## config.mk

```make
export PLATFORM = sky130hd
export DESIGN_NAME = fp_div_sqrt_top
export DESIGN_NICKNAME = d
export VERILOG_FILES = /design/src/design/fp_types_pkg.sv /design/src/design/fp_input_buffer.sv /design/src/design/fp_div_core.sv /design/src/design/fp_sqrt_core.sv /design/src/design/fp_div_unit.sv /design/src/design/fp_sqrt_unit.sv /design/src/design/fp_wb_arbiter.sv /design/src/design/fp_div_sqrt_top.sv
export SDC_FILE = /design/constraint.sdc
export NUM_CORES = 1
export LEC_CHECK = 0
export ABC_AREA = 1
export BUFFER_PORTS_ARGS = -buffer_cell sky130_fd_sc_hd__buf_2
export CAP_MARGIN = 0
export CORE_MARGIN = 1
export CORE_UTILIZATION = 39
export DETAILED_ROUTE_END_ITERATION = 7
export PLACE_DENSITY = 0.61
export SLEW_MARGIN = 20
export SYNTH_ARGS = -nofsm -noshare
export SYNTH_HDL_FRONTEND = slang
export SYNTH_SLANG_ARGS = --single-unit
```

## constraint.sdc

```tcl
create_clock -name clk -period 4.7 [get_ports clk]
set_clock_uncertainty 0.2 [all_clocks]
set_input_delay 0.705 -clock clk [delete_from_list [all_inputs] [get_ports clk]]
set_output_delay 0.705 -clock clk [all_outputs]
set_load 0.05 [all_outputs]
```

## src/design/fp_types_pkg.sv

```systemverilog
// Shared definitions for the divide and square-root subsystem.
// Format constants, iteration counts, tag and word types,
// and the packed issue payloads of both units.

package fp_types_pkg;

    // ~~~~~~~~~~~~~~~~~~~~~~~~~~~~~~~~~~~~~~~~~~~~~~~~~~~~~~~~~~~~~~~~~~~~~~~~~~
    // Number format.
    // ~~~~~~~~~~~~~~~~~~~~~~~~~~~~~~~~~~~~~~~~~~~~~~~~~~~~~~~~~~~~~~~~~~~~~~~~~~
    localparam int FP_WIDTH   = 32;   // Single-precision word.
    localparam int EXP_WIDTH  = 8;    // Biased exponent field.
    localparam int MANT_WIDTH = 23;   // Stored fraction, hidden bit not counted.
    localparam int EXP_BIAS   = 127;  // Exponent bias.
    localparam int TAG_WIDTH  = 3;    // Issuer tag.

    localparam int DIV_CYCLES  = 25;  // One compare plus 24 quotient bits.
    localparam int SQRT_CYCLES = 24;  // One root bit per iteration.

    localparam logic [FP_WIDTH-1:0] QNAN_WORD = 32'h7FC0_0000;  // Canonical quiet NaN.

    // ~~~~~~~~~~~~~~~~~~~~~~~~~~~~~~~~~~~~~~~~~~~~~~~~~~~~~~~~~~~~~~~~~~~~~~~~~~
    // Types.
    // ~~~~~~~~~~~~~~~~~~~~~~~~~~~~~~~~~~~~~~~~~~~~~~~~~~~~~~~~~~~~~~~~~~~~~~~~~~
    typedef logic [FP_WIDTH-1:0]  fp_word_t;  // Operand or result word.
    typedef logic [TAG_WIDTH-1:0] fp_tag_t;   // Returned with the result.

    typedef struct packed {
        fp_word_t a;    // Dividend.
        fp_word_t b;    // Divisor.
        fp_tag_t  tag;  // Issuer tag.
    } fp_div_inputs_t;  // 67 bits.

    typedef struct packed {
        fp_word_t a;    // Radicand.
        fp_tag_t  tag;  // Issuer tag.
    } fp_sqrt_inputs_t; // 35 bits.

endpackage

```

## src/design/fp_input_buffer.sv

```systemverilog
// One-entry operation buffer with a valid/ready input side.
// Holds a registered payload and a full bit; the pop of the
// same cycle frees the slot so back-to-back issue is sustained.

module fp_input_buffer #(
    parameter type payload_t = logic
) (
    input  logic     clk,
    input  logic     arst_n,
    input  logic     in_valid,
    output logic     in_ready,
    input  payload_t in_data,
    output logic     out_valid,
    input  logic     out_pop,
    output payload_t out_data
);

    logic     full;  // Slot occupied.
    logic     push;  // Handshake on the input side.
    payload_t data;  // Stored operation.

    assign push      = in_valid & in_ready;
    assign in_ready  = ~full | out_pop;  // Free now or freed this cycle.
    assign out_valid = full;
    assign out_data  = data;

    always_ff @(posedge clk or negedge arst_n) begin
        if (!arst_n) begin
            full <= 1'b0;
        end else if (push) begin
            full <= 1'b1;                // Refill wins over pop.
        end else if (out_pop) begin
            full <= 1'b0;
        end
    end

    always_ff @(posedge clk) begin
        if (push) begin
            data <= in_data;             // Visible next cycle.
        end
    end

endmodule

```

## src/design/fp_div_core.sv

```systemverilog
// Iterative restoring divider for normal single-precision operands.
// First iteration aligns the dividend, then one quotient bit per cycle.
// Result is truncated and held until the writeback ack.

module fp_div_core
    import fp_types_pkg::*;
(
    input  logic           clk,
    input  logic           arst_n,
    input  logic           start,
    input  fp_div_inputs_t op,
    output logic           done,
    output fp_word_t       result,
    output fp_tag_t        tag,
    input  logic           ack
);

    logic                                busy;    // Iterating.
    logic [$clog2(DIV_CYCLES)-1:0]       count;   // Iteration index.
    logic                                sign_q;  // Result sign.
    logic [EXP_WIDTH-1:0]                exp_q;   // Result exponent.
    logic [MANT_WIDTH:0]                 mb;      // Divisor mantissa.
    logic [MANT_WIDTH+1:0]               rem;     // Partial remainder.
    logic [MANT_WIDTH+1:0]               diff;    // Trial subtraction.
    logic                                rem_ge;  // Remainder covers divisor.
    logic [MANT_WIDTH-1:0]               q;       // Quotient fraction.

    assign diff   = rem - {1'b0, mb};
    assign rem_ge = rem >= {1'b0, mb};
    assign result = {sign_q, exp_q, q};  // Leading one shifted out of q.

    // ~~~~~~~~~~~~~~~~~~~~~~~~~~~~~~~~~~~~~~~~~~~~~~~~~~~~~~~~~~~~~~~~~~~~~~~~~~
    // Control.
    // ~~~~~~~~~~~~~~~~~~~~~~~~~~~~~~~~~~~~~~~~~~~~~~~~~~~~~~~~~~~~~~~~~~~~~~~~~~
    always_ff @(posedge clk or negedge arst_n) begin
        if (!arst_n) begin
            busy  <= 1'b0;
            done  <= 1'b0;
            count <= '0;
        end else begin
            if (start) begin
                busy  <= 1'b1;
                count <= '0;
            end else if (busy) begin
                count <= count + 1'b1;
                if (count == ($clog2(DIV_CYCLES))'(DIV_CYCLES - 1)) begin
                    busy <= 1'b0;
                    done <= 1'b1;         // DIV_CYCLES+1 after start.
                end
            end
            if (ack) begin
                done <= 1'b0;
            end
        end
    end

    // ~~~~~~~~~~~~~~~~~~~~~~~~~~~~~~~~~~~~~~~~~~~~~~~~~~~~~~~~~~~~~~~~~~~~~~~~~~
    // Datapath.
    // ~~~~~~~~~~~~~~~~~~~~~~~~~~~~~~~~~~~~~~~~~~~~~~~~~~~~~~~~~~~~~~~~~~~~~~~~~~
    always_ff @(posedge clk) begin
        if (start) begin
            sign_q <= op.a[FP_WIDTH-1] ^ op.b[FP_WIDTH-1];
            exp_q  <= op.a[FP_WIDTH-2 -: EXP_WIDTH] - op.b[FP_WIDTH-2 -: EXP_WIDTH]
                      + EXP_WIDTH'(EXP_BIAS);
            rem    <= {2'b01, op.a[MANT_WIDTH-1:0]};  // Hidden bit restored.
            mb     <= {1'b1, op.b[MANT_WIDTH-1:0]};
            tag    <= op.tag;
        end else if (busy) begin
            if (count == '0) begin
                if (!rem_ge) begin
                    rem   <= {rem[MANT_WIDTH:0], 1'b0};  // Align so quotient is in [1,2).
                    exp_q <= exp_q - 1'b1;
                end
            end else if (rem_ge) begin
                rem <= {diff[MANT_WIDTH:0], 1'b0};       // Keep the difference.
                q   <= {q[MANT_WIDTH-2:0], 1'b1};
            end else begin
                rem <= {rem[MANT_WIDTH:0], 1'b0};        // Restore by skipping.
                q   <= {q[MANT_WIDTH-2:0], 1'b0};
            end
        end
    end

endmodule

```

## src/design/fp_sqrt_core.sv

```systemverilog
// Iterative non-restoring square root for normal operands.
// Halves the unbiased exponent and develops one root bit per cycle.
// A negative operand returns the quiet NaN with invalid set.

module fp_sqrt_core
    import fp_types_pkg::*;
(
    input  logic            clk,
    input  logic            arst_n,
    input  logic            start,
    input  fp_sqrt_inputs_t op,
    output logic            done,
    output fp_word_t        result,
    output fp_tag_t         tag,
    output logic            invalid,
    input  logic            ack
);

    logic                            busy;       // Iterating.
    logic [$clog2(SQRT_CYCLES)-1:0]  count;      // Iteration index.
    logic [EXP_WIDTH:0]              exp_sum;    // Biased exponent plus bias.
    logic [EXP_WIDTH-1:0]            exp_q;      // Result exponent.
    logic [2*MANT_WIDTH+1:0]         rad;        // Radicand, consumed two bits a cycle.
    logic [MANT_WIDTH+2:0]           rem;        // Signed partial remainder.
    logic [MANT_WIDTH+2:0]           rem_shift;
    logic [MANT_WIDTH+2:0]           rem_next;
    logic [MANT_WIDTH:0]             root;       // Root developed so far.

    // (ea + 127) / 2 covers both exponent parities.
    assign exp_sum = {1'b0, op.a[FP_WIDTH-2 -: EXP_WIDTH]} + (EXP_WIDTH+1)'(EXP_BIAS);
    assign result  = invalid ? QNAN_WORD : {1'b0, exp_q, root[MANT_WIDTH-1:0]};

    always_comb begin
        rem_shift = {rem[MANT_WIDTH:0], rad[2*MANT_WIDTH+1 -: 2]};  // Bring down two bits.
        if (rem[MANT_WIDTH+2]) begin
            rem_next = rem_shift + {root, 2'b11};  // Add back while negative.
        end else begin
            rem_next = rem_shift - {root, 2'b01};  // Subtract while positive.
        end
    end

    // ~~~~~~~~~~~~~~~~~~~~~~~~~~~~~~~~~~~~~~~~~~~~~~~~~~~~~~~~~~~~~~~~~~~~~~~~~~
    // Control.
    // ~~~~~~~~~~~~~~~~~~~~~~~~~~~~~~~~~~~~~~~~~~~~~~~~~~~~~~~~~~~~~~~~~~~~~~~~~~
    always_ff @(posedge clk or negedge arst_n) begin
        if (!arst_n) begin
            busy  <= 1'b0;
            done  <= 1'b0;
            count <= '0;
        end else begin
            if (start) begin
                if (op.a[FP_WIDTH-1]) begin
                    done <= 1'b1;            // Negative operand skips the iterations.
                end else begin
                    busy  <= 1'b1;
                    count <= '0;
                end
            end else if (busy) begin
                count <= count + 1'b1;
                if (count == ($clog2(SQRT_CYCLES))'(SQRT_CYCLES - 1)) begin
                    busy <= 1'b0;
                    done <= 1'b1;            // SQRT_CYCLES+1 after start.
                end
            end
            if (ack) begin
                done <= 1'b0;
            end
        end
    end

    // ~~~~~~~~~~~~~~~~~~~~~~~~~~~~~~~~~~~~~~~~~~~~~~~~~~~~~~~~~~~~~~~~~~~~~~~~~~
    // Datapath.
    // ~~~~~~~~~~~~~~~~~~~~~~~~~~~~~~~~~~~~~~~~~~~~~~~~~~~~~~~~~~~~~~~~~~~~~~~~~~
    always_ff @(posedge clk) begin
        if (start) begin
            invalid <= op.a[FP_WIDTH-1];
            tag     <= op.tag;
            exp_q   <= exp_sum[EXP_WIDTH:1];
            // Odd exponent takes ma*2^24, even takes ma*2^23.
            rad     <= {1'b1, op.a[MANT_WIDTH-1:0], {(MANT_WIDTH+1){1'b0}}} >> op.a[MANT_WIDTH];
            rem     <= '0;
            root    <= '0;
        end else if (busy) begin
            rem  <= rem_next;
            root <= {root[MANT_WIDTH-1:0], ~rem_next[MANT_WIDTH+2]};  // Sign picks the bit.
            rad  <= {rad[2*MANT_WIDTH-1:0], 2'b00};
        end
    end

endmodule

```

## src/design/fp_div_unit.sv

```systemverilog
// Divide execution unit.
// One-entry issue buffer, running flag and the divide core.

module fp_div_unit
    import fp_types_pkg::*;
(
    input  logic     clk,
    input  logic     arst_n,
    input  logic     valid,
    output logic     ready,
    input  fp_word_t a,
    input  fp_word_t b,
    input  fp_tag_t  tag,
    output logic     done,
    output fp_word_t result,
    output fp_tag_t  done_tag,
    input  logic     ack
);

    logic           running;    // Core busy or awaiting writeback.
    logic           start;      // Launch the core.
    logic           buf_valid;  // Operation waiting.
    fp_div_inputs_t issue_data;
    fp_div_inputs_t buf_data;

    assign issue_data = '{a: a, b: b, tag: tag};
    assign start      = buf_valid & ~running;  // Pop and launch together.

    fp_input_buffer #(
        .payload_t (fp_div_inputs_t)
    ) i_input_buffer (
        .clk       (clk),
        .arst_n    (arst_n),
        .in_valid  (valid),
        .in_ready  (ready),
        .in_data   (issue_data),
        .out_valid (buf_valid),
        .out_pop   (start),
        .out_data  (buf_data)
    );

    always_ff @(posedge clk or negedge arst_n) begin
        if (!arst_n) begin
            running <= 1'b0;
        end else if (start) begin
            running <= 1'b1;  // Set beats clear.
        end else if (ack) begin
            running <= 1'b0;
        end
    end

    fp_div_core i_fp_div_core (
        .clk    (clk),
        .arst_n (arst_n),
        .start  (start),
        .op     (buf_data),
        .done   (done),
        .result (result),
        .tag    (done_tag),
        .ack    (ack)
    );

endmodule

```

## src/design/fp_sqrt_unit.sv

```systemverilog
// Square-root execution unit.
// One-entry issue buffer, running flag and the square-root core.

module fp_sqrt_unit
    import fp_types_pkg::*;
(
    input  logic     clk,
    input  logic     arst_n,
    input  logic     valid,
    output logic     ready,
    input  fp_word_t a,
    input  fp_tag_t  tag,
    output logic     done,
    output fp_word_t result,
    output fp_tag_t  done_tag,
    output logic     invalid,
    input  logic     ack
);

    logic            running;    // Core busy or awaiting writeback.
    logic            start;      // Launch the core.
    logic            buf_valid;  // Operation waiting.
    fp_sqrt_inputs_t issue_data;
    fp_sqrt_inputs_t buf_data;

    assign issue_data = '{a: a, tag: tag};
    assign start      = buf_valid & ~running;

    fp_input_buffer #(
        .payload_t (fp_sqrt_inputs_t)
    ) i_input_buffer (
        .clk       (clk),
        .arst_n    (arst_n),
        .in_valid  (valid),
        .in_ready  (ready),
        .in_data   (issue_data),
        .out_valid (buf_valid),
        .out_pop   (start),
        .out_data  (buf_data)
    );

    always_ff @(posedge clk or negedge arst_n) begin
        if (!arst_n) begin
            running <= 1'b0;
        end else if (start) begin
            running <= 1'b1;  // Set beats clear.
        end else if (ack) begin
            running <= 1'b0;  // Freed once the result leaves.
        end
    end

    fp_sqrt_core i_fp_sqrt_core (
        .clk     (clk),
        .arst_n  (arst_n),
        .start   (start),
        .op      (buf_data),
        .done    (done),
        .result  (result),
        .tag     (done_tag),
        .invalid (invalid),
        .ack     (ack)
    );

endmodule

```

## src/design/fp_wb_arbiter.sv

```systemverilog
// Round-robin arbiter for the shared writeback bus.
// Combinational from done to wb_valid; the grant is locked while
// a presented result is stalled, and priority rotates per transfer.

module fp_wb_arbiter
    import fp_types_pkg::*;
(
    input  logic     clk,
    input  logic     arst_n,
    input  logic     div_done,
    input  fp_word_t div_result,
    input  fp_tag_t  div_tag,
    output logic     div_ack,
    input  logic     sqrt_done,
    input  fp_word_t sqrt_result,
    input  fp_tag_t  sqrt_tag,
    input  logic     sqrt_invalid,
    output logic     sqrt_ack,
    output logic     wb_valid,
    input  logic     wb_ready,
    output fp_word_t wb_result,
    output fp_tag_t  wb_tag,
    output logic     wb_invalid
);

    logic prio;      // High gives square root the tie.
    logic hold;      // Grant locked by a stall.
    logic hold_sel;  // Locked grant.
    logic sel;       // High grants square root.
    logic xfer;      // Result accepted.

    always_comb begin
        if (hold) begin
            sel = hold_sel;              // Keep the stalled result.
        end else if (div_done & sqrt_done) begin
            sel = prio;
        end else begin
            sel = sqrt_done;
        end
    end

    assign wb_valid   = div_done | sqrt_done;
    assign xfer       = wb_valid & wb_ready;
    assign wb_result  = sel ? sqrt_result : div_result;
    assign wb_tag     = sel ? sqrt_tag : div_tag;
    assign wb_invalid = sel & sqrt_invalid;  // Only square root flags.
    assign div_ack    = xfer & ~sel;
    assign sqrt_ack   = xfer & sel;

    always_ff @(posedge clk or negedge arst_n) begin
        if (!arst_n) begin
            prio <= 1'b0;
            hold <= 1'b0;
        end else begin
            hold <= wb_valid & ~wb_ready;
            if (xfer) begin
                prio <= ~sel;            // Loser goes first next.
            end
        end
    end

    always_ff @(posedge clk) begin
        if (wb_valid & ~wb_ready) begin
            hold_sel <= sel;
        end
    end

endmodule

```

## src/design/fp_div_sqrt_top.sv

```systemverilog
// Top level of the divide and square-root subsystem.
// Two execution units sharing one writeback bus through
// the round-robin arbiter.

module fp_div_sqrt_top
    import fp_types_pkg::*;
(
    input  logic     clk,
    input  logic     arst_n,
    input  logic     div_valid,
    output logic     div_ready,
    input  fp_word_t div_a,
    input  fp_word_t div_b,
    input  fp_tag_t  div_tag,
    input  logic     sqrt_valid,
    output logic     sqrt_ready,
    input  fp_word_t sqrt_a,
    input  fp_tag_t  sqrt_tag,
    output logic     wb_valid,
    input  logic     wb_ready,
    output fp_word_t wb_result,
    output fp_tag_t  wb_tag,
    output logic     wb_invalid
);

    logic     div_done;        // Divide result waiting.
    fp_word_t div_result;
    fp_tag_t  div_done_tag;
    logic     div_ack;
    logic     sqrt_done;       // Square-root result waiting.
    fp_word_t sqrt_result;
    fp_tag_t  sqrt_done_tag;
    logic     sqrt_invalid;
    logic     sqrt_ack;

    fp_div_unit i_fp_div_unit (
        .clk      (clk),
        .arst_n   (arst_n),
        .valid    (div_valid),
        .ready    (div_ready),
        .a        (div_a),
        .b        (div_b),
        .tag      (div_tag),
        .done     (div_done),
        .result   (div_result),
        .done_tag (div_done_tag),
        .ack      (div_ack)
    );

    fp_sqrt_unit i_fp_sqrt_unit (
        .clk      (clk),
        .arst_n   (arst_n),
        .valid    (sqrt_valid),
        .ready    (sqrt_ready),
        .a        (sqrt_a),
        .tag      (sqrt_tag),
        .done     (sqrt_done),
        .result   (sqrt_result),
        .done_tag (sqrt_done_tag),
        .invalid  (sqrt_invalid),
        .ack      (sqrt_ack)
    );

    fp_wb_arbiter i_fp_wb_arbiter (
        .clk          (clk),
        .arst_n       (arst_n),
        .div_done     (div_done),
        .div_result   (div_result),
        .div_tag      (div_done_tag),
        .div_ack      (div_ack),
        .sqrt_done    (sqrt_done),
        .sqrt_result  (sqrt_result),
        .sqrt_tag     (sqrt_done_tag),
        .sqrt_invalid (sqrt_invalid),
        .sqrt_ack     (sqrt_ack),
        .wb_valid     (wb_valid),
        .wb_ready     (wb_ready),
        .wb_result    (wb_result),
        .wb_tag       (wb_tag),
        .wb_invalid   (wb_invalid)
    );

endmodule

```

== Word-level counts from Yosys, hierarchy flattened ==
Cells that the tools add are included.
Word-level totals
  register bits after elaboration: 316
  logic and storage cells: 139
  output and inout bits: 39
  input bits: 107
Cells by class
  muxes and demuxes: 47
  reductions and logical operators: 19
  shifts and indexed selects: 1
  equality and inequality tests: 8
  add/subtract/negate cells: 9
  order comparisons: 1
  bitwise logic cells: 23
Operators by type and width (count)
  $mux W48: 2
  $mux W25: 3
  $shr A48 B1 Y48: 1
  $mux W23: 2
  $mux W32: 1
  $mux W8: 4
  $mux W31: 1
  $mux W1: 27
  $add A26 B26 Y26: 1
  $mux W26: 1
  $sub A26 B26 Y26: 1
  $ge A25 B24 Y1: 1
  $mux W5: 5
  $sub A24 B24 Y24: 1
  $reduce_bool A2 Y1: 9
  $reduce_and A3 Y1: 4
  $add A5 B1 Y5 const B: 2
  $and A1 B1 Y1: 10
  $eq A5 B5 Y1 const B: 2
  $add A8 B7 Y9 const B: 1
  $not A1 Y1: 9
  $add A8 B7 Y8 const B: 1
  $sub A8 B1 Y8 const B: 1
  $sub A8 B8 Y8: 1
  10 further kinds: 17

== Depth between registers and ports, before layout ==
  depth in word-level cells: 7
  mapped depth: 17
  mapped depth without buffers: 15

== Hierarchy ==
From an unflattened synthesis, not the netlist that was laid out.
Unflattened totals
  cell total of the unflattened synthesis: 1694
  area, all modules: 15421.0 um^2
Modules (own cells, without submodules)
  fp_sqrt_core: times used 1, sequential area each 2267.2 um^2, cells an instance 764, area an instance 5704.2 um^2
  fp_div_core: times used 1, sequential area each 2647.5 um^2, cells an instance 663, area an instance 5606.6 um^2
  fp_input_buffer (i_fp_div_unit.i_input_buffer): times used 1, sequential area each 2037.0 um^2, cells an instance 73, area an instance 2057.0 um^2
  fp_input_buffer (i_fp_sqrt_unit.i_input_buffer): times used 1, sequential area each 1076.0 um^2, cells an instance 41, area an instance 1096.1 um^2
  fp_wb_arbiter: times used 1, sequential area each 80.1 um^2, cells an instance 139, area an instance 852.1 um^2
  fp_div_unit: times used 1, sequential area each 25.0 um^2, cells an instance 7, area an instance 52.6 um^2
  fp_sqrt_unit: times used 1, sequential area each 25.0 um^2, cells an instance 7, area an instance 52.6 um^2

== Worst setup path before layout ==
No wires, ideal clock.
  kind: input port to flip-flop
  start point: input div_valid
  end point: register i_fp_div_unit.i_input_buffer.data (netlist bit i_fp_div_unit.i_input_buffer.out_data[0]), enable pin
  arrival time: 3.997 ns
  path buffers: 0
  setup time: 0.514 ns
  cell stages on the path: 2
  data required time: 3.986 ns
  slack: -0.011 ns
  cell sequence: inv_1 a21oi_1
On the way
  cells in the longest elaborated chain, start to end: 1
Ends and longest elaborated chain
  start, declared: RTL line fp_div_sqrt_top.sv:10  | input logic div_valid,
  $and A1 B1 Y1: RTL line fp_input_buffer.sv:22  | assign push = in_valid & in_ready;
  via i_fp_div_unit.i_input_buffer.push: RTL line fp_input_buffer.sv:19  | logic push;
  end signal, assigned: RTL line fp_input_buffer.sv:39  | data <= in_data;
  end, declared: RTL line fp_input_buffer.sv:20  | payload_t data;
The timed path passes the listed nets, and every way through them passes these cells.
A chain may end at the register's enable or synchronous reset.

== Final worst setup path ==
  start point: register i_fp_div_unit.i_fp_div_core.done
  end point: output wb_result[13]
On the way
  cells in the longest elaborated chain, start to end: 4
Ends and longest elaborated chain
  start, declared: RTL line fp_div_core.sv:12  | output logic done,
  start signal, assigned: RTL line fp_div_core.sv:38  | done <= 1'b0;
  start signal, assigned: RTL line fp_div_core.sv:48  | done <= 1'b1;
  start signal, assigned: RTL line fp_div_core.sv:52  | done <= 1'b0;
  $and A1 B1 Y1: RTL line fp_wb_arbiter.sv:35  | end else if (div_done & sqrt_done) begin
  $mux W1: RTL line fp_wb_arbiter.sv:35
  $mux W1: RTL line fp_wb_arbiter.sv:33  | if (hold) begin
  $mux W32: RTL line fp_wb_arbiter.sv:44  | assign wb_result = sel ? sqrt_result : div_result;
  end, declared: RTL line fp_div_sqrt_top.sv:21  | output fp_word_t wb_result,
Every way passes these cells.

==> metrics.md <==
| Metric | Value |
|---|---|
| Gate Count Post-Synth | 1,531 |
| Post-CTS resize count | 0 |
| Slowest CP cell | dfrtp_1 |
| DRC | 0 |
| Die Span X | 194.7 microns |
| Post-detail-place hpwl | 23,770 microns |
| DRT antenna net count | 0 |
| Nets@finish | 1,865 |
| Core Region | 36,610 sq um |
| Initial core utilization | 0.3955 |
| Worst EP arrival | 2650 ps |
| Most used cell, CP | buf_4 |
| Via density per instance | 4.930 |
| Ys flop type | edfxtp_1 |
| Delay-heaviest family, CP | buffers and inverters |
| Hold Crit Class | input port to register |
| Critical Path Source | i_fp_div_unit.i_fp_div_core.done$_DFFE_PN0P_ |
| Post-synth top area cell | edfxtp_1 |
| Vias | 10,771 |
| Syn Area/Cell | 9.456 sq um |
| Slew @ Worst Pin | 881.5 ps |
| Multi-input combinational cell area | 5394 sq um |
| Die Area | 37,900 sq um |
| Final setup vio count | 0 |
| Setup bufs post-CTS | 0 |
| Fin Setup TNS | 0 ps |
| Routed length per instance | 15.01 microns |
| Most frequent cells in the layout | nand2_1, edfxtp_1, inv_1 |
| Buffers & Inverters on Critical Path | 5 |
| # diodes | 0 |
| Distinct cells, synth | 44 |
| FFs w/ async S/R, synth | 0.06849 |
| Port bufs | 145 |
| EDFF count, synth | 221 |
| Clock slew seen by the registers of the worst setup and hold paths | 60 ps |
| Initial antenna violation count | 0 |
| Clock sinks | 292 |
| Die H | 194.7 microns |
| Final Max Slew Viols | 0 |
| Max-cap viol count | 0 |
| Hold Crit Start | sqrt_a[21] |
| Final hold vios | 0 |
| Commonest non-fill, non-tap cell in the layout | nand2_1 |
| Syn_nets | 1,705 |
| Post-CTS Hold Buffers | 1 |
| CP cell instances | inv_1, o211ai_1, o21ai_1, buf_4, clkinv_1, buf_4, o31ai_1, buf_2 |
| Rel. slew slack | 0.4123 |
| Area share of the largest cell type after synthesis | 0.4584 |
| RSZ-0062 raised after global routing | no |
| Register bit total from synthesis | 292 |
| Total clock buffers created by CTS | 35 |
| Period utilisation layout | 0.7565 |
| Reg-to-Reg Start | i_fp_div_unit.i_fp_div_core.rem[18]$_DFFE_PP_ |
| Routed WL | 32,800 microns |
| Synth top area cells | edfxtp_1, nand2_1, dfxtp_1 |
| Initial DRC Count | 575 |
| Post-route cell area | 16,910 sq um |
| Crit path required time | 3800 ps |
| Sequential share of the synthesized area | 0.5635 |
| Gr usage total | 0.1777 |
| Fmax | 281.3 MHz |
| Worst skew pair latency | 550 ps |
| CP max FO | 45 |
| First-pass GRT wire length | 53,810 microns |
| Clock root buffer | clkbuf_16 |
| Global route total overflow | 0 |
| Min Tclk post-route | 3555 ps |
| Setup crit start kind | register |
| Vias in the first global route | 10,460 |
| FP Rows | 70 |
| Area grow syn2layout | 16.80% |
| Status | completed |
| Post-synthesis cell area | 14,480 sq um |
| RePlAce Congestion | 0.9009 |
| Layout fillers | 3,480 |
| CTS tree | done |
| Share of layout cells above drive strength 1 | 0.1334 |
| Seq. cell area | 8158 sq um |
| Crit path largest cell delay | 370 ps |
| End-of-flow core utilization | 0.4619 |
| Drt pass-1 iters | 5 |
| Largest net degree at the start of global routing | 68 |
| CP Capture Type | output pin |
| Clock H-tree levels | 2 |
| Number of top-level pins | 146 |
| Synth warnings | 0 |
| CTS Buffer Depth | 3 |
| Cell Area, Placed | 15,750 sq um |
| Worst Setup Path Type | register to output pin |
==> cell type report <==
| cell class | count | area share |
|---|---|---|
| Timing Repair Buffer | 162 | 0.05179 |
| Clock inverter | 23 | 0.01354 |
| Sequential cell | 292 | 0.4824 |
| Tap cell | 468 | 0.03463 |
| Clock buffer | 40 | 0.05290 |
| Inverter | 204 | 0.04573 |
| Multi-Input combinational cell | 996 | 0.3190 |
==> cell usage after synthesis (all sizes together), types with 4 or more instances <==
cell type,n
dfrtp,20
o21ai,101
edfxtp,221
o21bai,4
clkbuf,30
ha,65
nor2,115
o31ai,24
xnor2,38
dfxtp,51
inv,202
o22ai,24
nand3b,6
o221ai,21
a21boi,4
buf,9
nor3,22
nand2,395
a21oi,85
xor2,14
a21o,5
nand3,50
nor4,4
a31oi,4
nand4,6
==> cell families (layout without fill, tap and decap cells) <==
logic type	count (synthesis)	in the layout	share of synthesized area
compound gates	277	277	0.1111
flops	292	292	0.5635
buf+inv	243	429	0.06585
xor+xnor	52	52	0.03146
fa+ha+maj	67	67	0.05894
simple gates	600	600	0.1691
==> final timing paths <==
path	to	slack [ps]	cells past startpoint
max reg2reg	i_fp_div_unit.i_fp_div_core.rem[6]$_DFFE_PP_	1850	12
min in group asynchronous	i_fp_div_unit.i_fp_div_core.count[0]$_DFFE_PN0P_	480	2
min reg2reg	i_fp_div_unit.i_fp_div_core.mb[13]$_DFFE_PP_	220	0
max	wb_result[13]	1140	8
max in group asynchronous	i_fp_div_unit.i_fp_div_core.count[1]$_DFFE_PN0P_	3500	2
min	i_fp_sqrt_unit.i_input_buffer.out_data[24]$_DFFE_PP_	130	1
==> state kept, by name (all words and copies together) (netlist names), 3 cells and up <==
register                                flops
i_fp_sqrt_unit.i_fp_sqrt_core.rad          25
i_fp_div_unit.i_fp_div_core.rem            25
i_fp_div_unit.i_fp_div_core.q              23
i_fp_sqrt_unit.i_fp_sqrt_core.count         5
i_fp_sqrt_unit.i_fp_sqrt_core.exp_q         8
i_fp_div_unit.i_fp_div_core.mb             23
i_fp_div_unit.i_fp_div_core.count           5
i_fp_div_unit.i_input_buffer.out_data      67
i_fp_sqrt_unit.i_fp_sqrt_core.root         24
i_fp_sqrt_unit.i_input_buffer.out_data     35
i_fp_div_unit.i_fp_div_core.tag             3
i_fp_sqrt_unit.i_fp_sqrt_core.rem          25
i_fp_sqrt_unit.i_fp_sqrt_core.tag           3
i_fp_div_unit.i_fp_div_core.exp_q           8
==> worst reg2reg max path, delay by kind of cell, from the launching register on <==
kind | cells | cell delay, ps
flip-flops | 1 | 380
AND/OR/NAND/NOR | 10 | 1480
adder cells (fa/ha/maj) | 1 | 350
buffers and inverters | 1 | 60
==> layer usage <==
| layer | GRT usage | wire (microns) |
|---|---|---|
| met1 | 0.2477 | 15840 |
| met2 | 0.2772 | 14580 |
| met3 | 0.03089 | 1546 |
| met4 | 0.06437 | 825 |
| met5 | 0 | 0 |
==> stage by stage <==
step,cells,hold WS (ps),setup WS [ps]
after floorplan,1531,200.3,1491
after global placement,2120,202.6,1510
after detailed placement,2120,204.5,1422
after CTS,2184,97.14,1112
after global routing,2185,104.9,889.0
final,2185,128.7,1145
Power is left out: the tool's default activity adds up to more than one toggle a clock period on the data nets, which glitch-free logic cannot reach.
